[src/verilog/muldiv_pkg.sv]
`default_nettype none

package muldiv_pkg;

    ////////////////////////////////////////
    // widths
    ////////////////////////////////////////

    // operand width, rv64
    localparam int xlen_default = 64;

    ////////////////////////////////////////
    // operation codes
    ////////////////////////////////////////

    // multiply group first, divide group has bit 2 set
    typedef enum logic [2:0] {
        op_mul    = 3'd0,
        op_mulh   = 3'd1,
        op_mulhsu = 3'd2,
        op_mulhu  = 3'd3,
        op_div    = 3'd4,
        op_divu   = 3'd5,
        op_rem    = 3'd6,
        op_remu   = 3'd7
    } muldiv_op_e;

    // request, rs1 in a and rs2 in b
    typedef struct packed {
        muldiv_op_e              op;
        logic [xlen_default-1:0] a;
        logic [xlen_default-1:0] b;
    } muldiv_req_t;

    // response, carries back the op it answers
    typedef struct packed {
        logic [xlen_default-1:0] result;
        muldiv_op_e              op;
    } muldiv_resp_t;

endpackage

`default_nettype wire

[src/verilog/booth_mul_serial.sv]
`timescale 1ns/1ns
`default_nettype none

module booth_mul_serial import muldiv_pkg::*; #(
    parameter int xlen = xlen_default
) (
    input  wire logic                clk,
    input  wire logic                rst,
    input  wire logic [xlen-1:0]     mul1,
    input  wire logic [xlen-1:0]     mul2,
    input  wire logic                signed1,
    input  wire logic                signed2,
    input  wire logic                mul_valid,
    output logic                     p_valid,
    output logic      [2*xlen-1:0]   p
);

    // accumulator width, two guard bits each side of the product
    localparam int pw        = 2*xlen + 4;
    // one window per bit pair plus the extension window
    localparam int last_iter = xlen/2 + 1;
    localparam int cnt_w     = $clog2(last_iter + 1);

    logic              sgn1;
    logic              sgn2;
    logic [xlen+2:0]   mul1_sr;
    logic [pw-1:0]     mul2_sr;
    logic [pw-1:0]     partial_sum;
    logic              partial_c;
    logic [pw-1:0]     acc;
    logic [pw-1:0]     sum;
    logic              mul_process;
    logic [cnt_w-1:0]  iter_cnt;
    logic              rest_zero;

    // sign extension bits, zero for unsigned operands
    assign sgn1 = signed1 & mul1[xlen-1];
    assign sgn2 = signed2 & mul2[xlen-1];

    ////////////////////////////////////////
    // operand shift registers
    ////////////////////////////////////////

    // multiplier: two extension bits on top, implicit zero below bit 0
    // multiplicand: widened to accumulator size, moves up two per step
    always_ff @(posedge clk) begin
        if (mul_valid) begin
            mul1_sr <= {{2{sgn1}}, mul1, 1'b0};
            mul2_sr <= {{(xlen+4){sgn2}}, mul2};
        end else if (mul_process) begin
            mul1_sr <= {2'b00, mul1_sr[xlen+2:2]};
            mul2_sr <= {mul2_sr[pw-3:0], 2'b00};
        end
    end

    // partial product for the current window
    radix4_unit #(
        .xlen (xlen)
    ) u_radix4 (
        .booth        (mul1_sr[2:0]),
        .multiplicand (mul2_sr),
        .partial_sum  (partial_sum),
        .partial_c    (partial_c)
    );

    ////////////////////////////////////////
    // accumulate
    ////////////////////////////////////////

    // running sum, carry-in completes the two's complement
    assign sum = acc + partial_sum + {{(pw-1){1'b0}}, partial_c};

    always_ff @(posedge clk) begin
        if (mul_valid) begin
            acc <= '0;
        end else if (mul_process) begin
            acc <= sum;
        end
    end

    // product straight off the adder
    assign p = sum[2*xlen-1:0];

    ////////////////////////////////////////
    // iteration control
    ////////////////////////////////////////

    // nothing left above the current window
    assign rest_zero = ~|mul1_sr[xlen+2:1];

    assign p_valid = mul_process &
                     (rest_zero | (iter_cnt == cnt_w'(last_iter)));

    always_ff @(posedge clk) begin
        if (rst) begin
            mul_process <= 1'b0;
            iter_cnt    <= '0;
        end else if (mul_valid) begin
            mul_process <= 1'b1;
            // first window counts as iteration one
            iter_cnt    <= cnt_w'(1);
        end else if (p_valid) begin
            mul_process <= 1'b0;
            iter_cnt    <= '0;
        end else if (mul_process) begin
            iter_cnt    <= iter_cnt + cnt_w'(1);
        end
    end

endmodule

`default_nettype wire

[src/verilog/muldiv_unit.sv]
`timescale 1ns/1ns
`default_nettype none

module muldiv_unit import muldiv_pkg::*; #(
    parameter int xlen = xlen_default
) (
    input  wire logic         clk,
    input  wire logic         rst,
    input  wire muldiv_req_t  req,
    input  wire logic         req_valid,
    output logic              busy,
    output muldiv_resp_t      resp,
    output logic              resp_valid
);

    logic                 accept;
    logic                 is_div_op;
    logic                 signed1;
    logic                 signed2;
    logic                 div_signed;
    logic                 mul_valid;
    logic                 div_valid;
    muldiv_op_e           op_q;
    logic                 p_valid;
    logic [2*xlen-1:0]    p;
    logic                 div_done;
    logic [xlen-1:0]      quotient;
    logic [xlen-1:0]      remainder;
    logic                 done;
    logic [xlen-1:0]      sel_result;
    muldiv_resp_t         resp_next;

    ////////////////////////////////////////
    // accept and decode
    ////////////////////////////////////////

    // strobes while busy are dropped
    assign accept = req_valid & ~busy;

    // signedness per operand
    always_comb begin
        is_div_op  = 1'b0;
        signed1    = 1'b0;
        signed2    = 1'b0;
        div_signed = 1'b0;
        case (req.op)
            op_mul, op_mulh: begin
                signed1 = 1'b1;
                signed2 = 1'b1;
            end
            // rs1 signed, rs2 unsigned
            op_mulhsu: begin
                signed1 = 1'b1;
            end
            op_div, op_rem: begin
                is_div_op  = 1'b1;
                div_signed = 1'b1;
            end
            op_divu, op_remu: begin
                is_div_op = 1'b1;
            end
            default: begin
                // mulhu, all unsigned
                is_div_op = 1'b0;
            end
        endcase
    end

    // engines latch operands in the accept cycle
    assign mul_valid = accept & ~is_div_op;
    assign div_valid = accept & is_div_op;

    ////////////////////////////////////////
    // engines
    ////////////////////////////////////////

    booth_mul_serial #(
        .xlen (xlen)
    ) u_mul (
        .clk       (clk),
        .rst       (rst),
        .mul1      (req.a[xlen-1:0]),
        .mul2      (req.b[xlen-1:0]),
        .signed1   (signed1),
        .signed2   (signed2),
        .mul_valid (mul_valid),
        .p_valid   (p_valid),
        .p         (p)
    );

    restoring_div_serial #(
        .xlen (xlen)
    ) u_div (
        .clk       (clk),
        .rst       (rst),
        .dividend  (req.a[xlen-1:0]),
        .divisor   (req.b[xlen-1:0]),
        .is_signed (div_signed),
        .div_valid (div_valid),
        .div_done  (div_done),
        .quotient  (quotient),
        .remainder (remainder)
    );

    ////////////////////////////////////////
    // result select
    ////////////////////////////////////////

    // only the strobed engine ever pulses
    assign done = p_valid | div_done;

    always_comb begin
        case (op_q)
            op_mul:                       sel_result = p[xlen-1:0];
            op_mulh, op_mulhsu, op_mulhu: sel_result = p[2*xlen-1:xlen];
            op_div, op_divu:              sel_result = quotient;
            default:                      sel_result = remainder;
        endcase
    end

    assign resp_next.result = sel_result;
    assign resp_next.op     = op_q;

    // op held for the whole operation
    always_ff @(posedge clk) begin
        if (accept) begin
            op_q <= req.op;
        end
        if (done) begin
            resp <= resp_next;
        end
    end

    // busy drops the cycle after the response pulse
    always_ff @(posedge clk) begin
        if (rst) begin
            busy       <= 1'b0;
            resp_valid <= 1'b0;
        end else begin
            resp_valid <= done;
            if (accept) begin
                busy <= 1'b1;
            end else if (resp_valid) begin
                busy <= 1'b0;
            end
        end
    end

endmodule

`default_nettype wire

[src/verilog/radix4_unit.sv]
`timescale 1ns/1ns
`default_nettype none

module radix4_unit import muldiv_pkg::*; #(
    parameter int xlen = xlen_default
) (
    input  wire logic [2:0]          booth,
    input  wire logic [2*xlen+3:0]   multiplicand,
    output logic      [2*xlen+3:0]   partial_sum,
    output logic                     partial_c
);

    // booth window decode
    // 000 / 111 -> 0
    // 001 / 010 -> +m
    // 011       -> +2m
    // 100       -> -2m
    // 101 / 110 -> -m
    // negatives are one's complement, +1 goes out on partial_c
    always_comb begin
        partial_sum = '0;
        partial_c   = 1'b0;
        case (booth)
            3'b001, 3'b010: begin
                partial_sum = multiplicand;
            end
            3'b011: begin
                partial_sum = {multiplicand[2*xlen+2:0], 1'b0};
            end
            3'b100: begin
                partial_sum = ~{multiplicand[2*xlen+2:0], 1'b0};
                partial_c   = 1'b1;
            end
            3'b101, 3'b110: begin
                partial_sum = ~multiplicand;
                partial_c   = 1'b1;
            end
            default: begin
                // all equal bits, nothing to add
                partial_sum = '0;
                partial_c   = 1'b0;
            end
        endcase
    end

endmodule

`default_nettype wire

[src/verilog/restoring_div_serial.sv]
`timescale 1ns/1ns
`default_nettype none

module restoring_div_serial import muldiv_pkg::*; #(
    parameter int xlen = xlen_default
) (
    input  wire logic               clk,
    input  wire logic               rst,
    input  wire logic [xlen-1:0]    dividend,
    input  wire logic [xlen-1:0]    divisor,
    input  wire logic               is_signed,
    input  wire logic               div_valid,
    output logic                    div_done,
    output logic      [xlen-1:0]    quotient,
    output logic      [xlen-1:0]    remainder
);

    localparam int cnt_w = $clog2(xlen + 1);

    logic              a_neg;
    logic              b_neg;
    logic [xlen-1:0]   a_mag;
    logic [xlen-1:0]   b_mag;
    logic              div_zero;
    logic              overflow;
    logic              active;
    logic [cnt_w-1:0]  cnt;
    logic              special_q;
    logic              neg_quo;
    logic              neg_rem;
    logic [xlen-1:0]   rem_q;
    logic [xlen-1:0]   quo_q;
    logic [xlen-1:0]   dvs_q;
    logic [xlen:0]     shifted;
    logic [xlen:0]     diff;
    logic              fits;
    logic [xlen-1:0]   rem_next;
    logic [xlen-1:0]   quo_next;

    ////////////////////////////////////////
    // operand prep
    ////////////////////////////////////////

    assign a_neg = is_signed & dividend[xlen-1];
    assign b_neg = is_signed & divisor[xlen-1];

    // magnitudes, most negative value maps to 2^(xlen-1) unsigned
    assign a_mag = a_neg ? -dividend : dividend;
    assign b_mag = b_neg ? -divisor : divisor;

    // riscv special cases
    assign div_zero = ~|divisor;
    assign overflow = is_signed & (dividend == {1'b1, {(xlen-1){1'b0}}}) & (&divisor);

    ////////////////////////////////////////
    // one quotient bit per cycle
    ////////////////////////////////////////

    // dividend bits shift out of quo_q into the partial remainder
    assign shifted  = {rem_q, quo_q[xlen-1]};
    assign diff     = shifted - {1'b0, dvs_q};
    // no borrow means the divisor fits
    assign fits     = ~diff[xlen];
    assign rem_next = fits ? diff[xlen-1:0] : shifted[xlen-1:0];
    assign quo_next = {quo_q[xlen-2:0], fits};

    always_ff @(posedge clk) begin
        if (div_valid) begin
            dvs_q     <= b_mag;
            special_q <= div_zero | overflow;
            neg_quo   <= a_neg ^ b_neg;
            neg_rem   <= a_neg;
            // special results parked in the datapath registers
            if (div_zero) begin
                quo_q <= '1;
                rem_q <= dividend;
            end else if (overflow) begin
                quo_q <= dividend;
                rem_q <= '0;
            end else begin
                quo_q <= a_mag;
                rem_q <= '0;
            end
        end else if (active) begin
            quo_q <= quo_next;
            rem_q <= rem_next;
        end
    end

    ////////////////////////////////////////
    // control
    ////////////////////////////////////////

    // last step, or first cycle for special cases
    assign div_done = active & (special_q | (cnt == cnt_w'(xlen)));

    always_ff @(posedge clk) begin
        if (rst) begin
            active <= 1'b0;
            cnt    <= '0;
        end else if (div_valid) begin
            active <= 1'b1;
            cnt    <= cnt_w'(1);
        end else if (div_done) begin
            active <= 1'b0;
            cnt    <= '0;
        end else if (active) begin
            cnt    <= cnt + cnt_w'(1);
        end
    end

    // signs back on, remainder follows dividend
    assign quotient  = special_q ? quo_q : (neg_quo ? -quo_next : quo_next);
    assign remainder = special_q ? rem_q : (neg_rem ? -rem_next : rem_next);

endmodule

`default_nettype wire
[config.mk]
export PLATFORM = sky130hd
export DESIGN_NAME = muldiv_unit
export DESIGN_NICKNAME = d
export VERILOG_FILES = /design/src/verilog/muldiv_pkg.sv /design/src/verilog/booth_mul_serial.sv /design/src/verilog/muldiv_unit.sv /design/src/verilog/radix4_unit.sv /design/src/verilog/restoring_div_serial.sv
export SDC_FILE = /design/constraint.sdc
export NUM_CORES = 2
export LEC_CHECK = 0
export ABC_AREA = 1
export BUFFER_PORTS_ARGS = -buffer_cell sky130_fd_sc_hd__buf_2
export CORE_MARGIN = 5
export CORE_UTILIZATION = 25
export CTS_CLUSTER_DIAMETER = 60
export DETAILED_ROUTE_END_ITERATION = 6
export SLEW_MARGIN = 20
export SYNTH_ARGS = -nofsm -noshare
export SYNTH_HDL_FRONTEND = slang
export SYNTH_SLANG_ARGS = --single-unit
export TNS_END_PERCENT = 10
[constraint.sdc]
create_clock -name clk -period 8.9 [get_ports clk]
set_clock_uncertainty 0.1 [all_clocks]
set_input_delay 0.445 -clock clk [delete_from_list [all_inputs] [get_ports clk]]
set_output_delay 0.445 -clock clk [all_outputs]
set_load 0.05 [all_outputs]
Word level (Yosys, flattened, before mapping)
Index checks and enable logic that the tools add are counted.

word-level totals
  flip-flop bits (word level) = 613
  bits of input ports = 134
  output and inout port bits = 69
  word-level logic and storage cells = 133

operators by class
  $add $sub $neg = 9
  eq/ne operators = 20
  mux-type cells = 37
  bitwise logic cells = 21
  reductions and logical operators = 25

operators with widths
  operator              number
  $mux 64               14
  $pmux 132 s4          1
  $mux 132              2
  $not 132->132         2
  $neg 64->64           4
  $pmux 64 s3           1
  $mux 67               2
  $add 132x1->132       1
  $add 132x132->132     1
  $reduce_or 66->1      1
  $sub 65x64->65        1
  $eq 64x64->1 const B  1
  $reduce_and 64->1     1
  $reduce_or 64->1      1
  $eq 3x3->1 const B    9
  $mux 1                17
  $eq 3x2->1 const B    5
  $reduce_or 3->1       5
  $and 1x1->1           11
  $reduce_bool 2->1     5
  $reduce_or 2->1       5
  $eq 3x1->1 const B    3
  $add 7x1->7 const B   1
  $eq 7x7->1 const B    1
  9 further kinds       17

Longest topological paths before layout
  depth in word-level cells = 8
  mapped depth = 39
  mapped depth without buffers = 36

Cells and area by module
From an unflattened synthesis, not the netlist that was laid out.

second synthesis, totals
  cells, all modules = 10,311
  area total of the unflattened synthesis = 60,615.6 um^2

by module, submodules not included
  module                times used  cells each  area an instance (um^2)  seq. area each (um^2)
  booth_mul_serial      1           4,462       26,852.0                 8,638.3
  restoring_div_serial  1           4,116       24,430.9                 6,015.8
  radix4_unit           1           1,279       5,210.0                  0.0
  muldiv_unit           1           454         4,122.7                  2,142.1

Least setup slack after synthesis
No wires, ideal clock.

  kind = reg-to-reg
  start point = reg busy
  end point = reg u_mul.acc[100]
  library setup time = 0.117 ns
  arrival time = 6.686 ns
  data required time = 8.683 ns
  slack = 1.997 ns
  stages on the path, launching flop included = 10
  path buffers = 2
  period minus slack after synthesis = 6.903 ns
  cell sequence = dfxtp_1 > nor2_1 > inv_1 > nor2_1 > clkinv_1 > nand2_1 > inv_1 > clkbuf_1 > clkbuf_1 > a32o_1

on the way
  word-level cells in the longest chain between the ends = 3

ends and longest elaborated chain
  item                    RTL line                text
  from (decl)             muldiv_unit.sv:11       output logic busy,
  from (signal assigned)  muldiv_unit.sv:137      busy <= 1'b0;
  from (signal assigned)  muldiv_unit.sv:142      busy <= 1'b1;
  from (signal assigned)  muldiv_unit.sv:144      busy <= 1'b0;
  $not 1->1               muldiv_unit.sv:38       assign accept = req_valid & ~busy;
  $and 1x1->1             muldiv_unit.sv:38
  via accept              muldiv_unit.sv:16       logic accept;
  $and 1x1->1             muldiv_unit.sv:70       assign mul_valid = accept & ~is_div_op;
  to (signal assigned)    booth_mul_serial.sv:77  acc <= sum;
  to (decl)               booth_mul_serial.sv:30  logic [pw-1:0] acc;

The timed path passes the listed nets, and every way through them passes these cells.
A chain may end at the register's enable or synchronous reset.

Worst setup path after layout
  start point = reg u_div.rem_q[40]
  end point = reg resp[43] in the netlist's numbering (data pin)

on the way
  word-level cells in the longest chain between the ends = 6
  elaborated cells between the ends (all ways) = 10
  those cells by class = 3 x add/sub; 6 x mux; 1 x bitwise

ends and longest elaborated chain
  item                                     RTL line                                                  text
  from (decl)                              restoring_div_serial.sv:31                                logic [xlen-1:0] rem_q;
  from (signal assigned)                   restoring_div_serial.sv:76                                rem_q <= dividend;
  from (signal assigned)                   restoring_div_serial.sv:86                                rem_q <= rem_next;
  $sub 65x64->65                           restoring_div_serial.sv:61                                assign diff = shifted - {1'b0, dvs_q};
  $mux 64 or $not 1->1 (tied branches)     restoring_div_serial.sv:64, restoring_div_serial.sv:63
  $neg 64->64 (on tied branches)           restoring_div_serial.sv:114, restoring_div_serial.sv:113
  $mux 64 (on tied branches) (2 in a row)  restoring_div_serial.sv:114, restoring_div_serial.sv:113
  $pmux 64 s3 *                            muldiv_unit.sv:113                                        case (op_q)
  via sel_result[40]                       muldiv_unit.sv:30                                         logic [xlen-1:0] sel_result;
  to (signal assigned)                     muldiv_unit.sv:130                                        resp <= resp_next;
  to (decl)                                muldiv_unit.sv:12                                         output muldiv_resp_t resp,

The timed path passes the listed nets; every way through them passes the cells marked *.

==> out/metrics.yaml <==
setup_path:
  worstRegToRegCells: 29
  start_kind: "register"
  rrSetupSlack_ns: 2.01
  slowest_stage: "nand2_4"
  crit_required_ns: 9.30
  r2r-end: "resp[43]"
  cp_max_fo: 62
  crit_family: "simple AND/OR/NAND/NOR gates"
  endpoint_kind: "register"
  endpoint: "resp[43]"
  crit_top_cell: "nand2_1"
  crit-reg2reg-launch: "u_div.rem_q[40]"
  crit_buf_inv: 4
  max_stage_delay_ns: 0.68
  worstSetupPathDepth: 29
  worstSetupPathType: "reg2reg"
  arrival_ns: 7.30
  crit_start: "u_div.rem_q[40]"
synth:
  synth.ff_latch_count: 604
  ys_warn_count: 0
  syn_avg_cell_area_um2: 6.74
  yosysTopAreaCellShare_pct: 26.6
  synthFlopType: "edfxtp_1"
  synth_nets: 8014
  yosysMostFrequentCell: "nand2_1"
  synth.largest_area_cell: "edfxtp_1"
  ys_top_cells_by_area: "edfxtp_1, nand2_1, inv_1, nor2_1, o21ai_0"
  yosys-top-cells-count: "nand2_1, inv_1, nor2_1"
  yosysSeqAreaShare_pct: 32.2
  synth_area_um2: 51800
  netlist_instances: 7678
  yosysUniqueCellTypes: 72
  async_flop_share_pct: 0
  synth_edf_count: 458
cts:
  cts_sinks: 604
  cts_tree: "built"
  cts_resized: 0
  path_clk_slew_ns: 0.06
  clock_latency_ns: 0.76
  h-tree-depth: 3
  cts_post_setup_buffers_inserted: 0
  clock_path_buffers: 3
  cts_buffers: 104
  cts_hold_buf: 14
  cts_root_buf: "clkbuf_16"
final_layout:
  finalNetCount: 8142
  final_area_um2: 59400
  syn_to_final_growth_pct: 14.8
  final_util_pct: 28.8
  drive_gt1_share_pct: 7.94
  fin_cells: 10632
  fill_cells: 22846
placed_design:
  dpl.hpwl_mm: 237
  dpl_cell_area_um2: 55600
  gp_congestion: 1.10
  dp_cells: 10390
  dp_slack_ns: 2.29
  port_buffers: 202
sta:
  fin_setup_tns_ns: 0
  setup_viol: 0
  drv_slew: 0
  hold_ws_ns: 0.0403
  clock.fmax_ghz: 0.145
  maxSlewHeadroom_pct: 20.6
  period_minus_slack_ns: 6.89
  rsz0062_at_grt: "false"
  tightestPinTransition_ns: 1.19
  finalCritPeriodShare_pct: 77.5
  fin_ws_ns: 2.01
  finalHoldViolations: 0
power:
  irDropWorstVdd_uv: 150
  p_per_area_nw_per_um2: 261
  p_total_mw: 15.5
  p_leak_nw: 25.1
routing:
  first_pass_iters: 7
  routed_via_density: 5.36
  drc_errors: 0
  wl_per_cell_um: 27.2
  totalWireLength_mm: 289
  postRouteAntennaNets: 0
  num_vias: 57007
  drtIter0Drc: 7125
hold_path:
  hp-class: "in2reg"
floorplanning:
  die_h_um: 465
  ios: 203
  rows: 167
  die_w_um: 465
  start_util_pct: 25.0
  design.die.area_um2: 216000
  core_area_um2: 207000
run:
  maxCapViolations: 0
global_routing:
  grt.overflow.total: 0
  grt_max_degree: 93
  grt_pass1_vias: 53271
  antenna_found_initial: 48
  grt_pass1_wl_mm: 400
  grt.total_usage_pct: 25.5
status:
  status: "completed"
flip-flops by register name (all words and copies together) (netlist names):
signal and count:
u_div.dvs_q 64, u_div.rem_q 64, u_div.neg_quo 1, u_mul.iter_cnt 6
u_mul.mul1_sr 66, u_div.special_q 1, u_div.quo_q 64, resp 67
op_q 3, u_div.cnt 7, busy 1, u_div.neg_rem 1
resp_valid 1, u_div.active 1, u_mul.mul2_sr 128, u_mul.mul_process 1
u_mul.acc 128
routing by layer:
layer / part of all wire, % / track usage (%)
met5: 0.033 / 0
met4: 7.3 / 15.8
met3: 8.9 / 4.72
met2: 42 / 38.4
met1: 42 / 33.9
area by class of cell:
| cell class | instances | area (µm²) | area share [%] |
|---|---|---|---|
| flip-flops and latches | 604 | 16700 | 28.1 |
| clock inverters | 74 | 841 | 1.42 |
| clock buffers | 121 | 2750 | 4.62 |
| diodes | 33 | 82.6 | 0.139 |
| repair buffers | 275 | 1590 | 2.68 |
| inverters | 1099 | 4140 | 6.97 |
| multi-input cells | 5722 | 30000 | 50.4 |
| well taps | 2704 | 3380 | 5.69 |
where the power goes:
| group | switching (mW) | leakage (nW) | internal [mW] |
|---|---|---|---|
| Clock | 1.73 | 1.75 | 2.52 |
| Sequential | 0.428 | 5.54 | 3.61 |
| Combinational | 5.36 | 17.8 | 1.88 |
| Total | 7.52 | 25.1 | 8.01 |
tightest hold or removal path, cell delays in order:
cell,delay [ns]
buf_2,0.17
nand2_1,0.09
o21ai_0,0.08
how the worst min path moves through the flow:
stage	start	to	slack, ns	depth (start not counted)
2_1_floorplan	op_q[0]	resp[0]	0.33	0
3_3_place_gp	u_mul.acc[107]	u_mul.acc[107]	0.34	2
3_5_place_dp	u_mul.acc[118]	u_mul.acc[118]	0.35	2
4_1_cts	req[1]	u_mul.mul2_sr[1]	0.0006	3
5_1_grt	req[15]	u_mul.mul2_sr[15]	0.05	3
6_report	req[15]	u_mul.mul2_sr[15]	0.04	3
cells in the final DEF (no fill, tap or decap), types with 15 or more instances in the layout:
master     count
clkinv_4      15
edfxtp_1     458
o22ai_1       92
o21ai_0      645
buf_4         59
dfxtp_1      146
o2111ai_1     18
o21ai_1       43
clkbuf_16    105
nor4_1        82
buf_2        202
o21bai_1      27
nor3_1        88
inv_1       1070
nand3_1      322
nor2_2        22
or2_2         36
a31oi_1       38
clkinv_2      15
inv_6         18
o221ai_1      30
xor2_1       197
diode_2       33
o211ai_1      37
a22oi_1       50
ha_1         199
o21a_1        32
inv_2         24
a221oi_1     111
a21oi_1      466
nand4_1       81
a32o_1        18
a21o_1        20
xnor2_1       69
nand2_1     1877
nor2_1       913
nand2_2       45
nand3b_1      37
kinds of logic after synthesis:
logic type,after synthesis,share of synthesized area (%)
adder cells (fa/ha/maj),202,4.93
XOR/XNOR,266,4.50
AO/OA/AOI/OAI,1701,19.4
flip-flops,604,32.2
buffers and inverters,1352,10.1
AND/OR/NAND/NOR,3553,28.8
(Power assumes the default switching activity.)
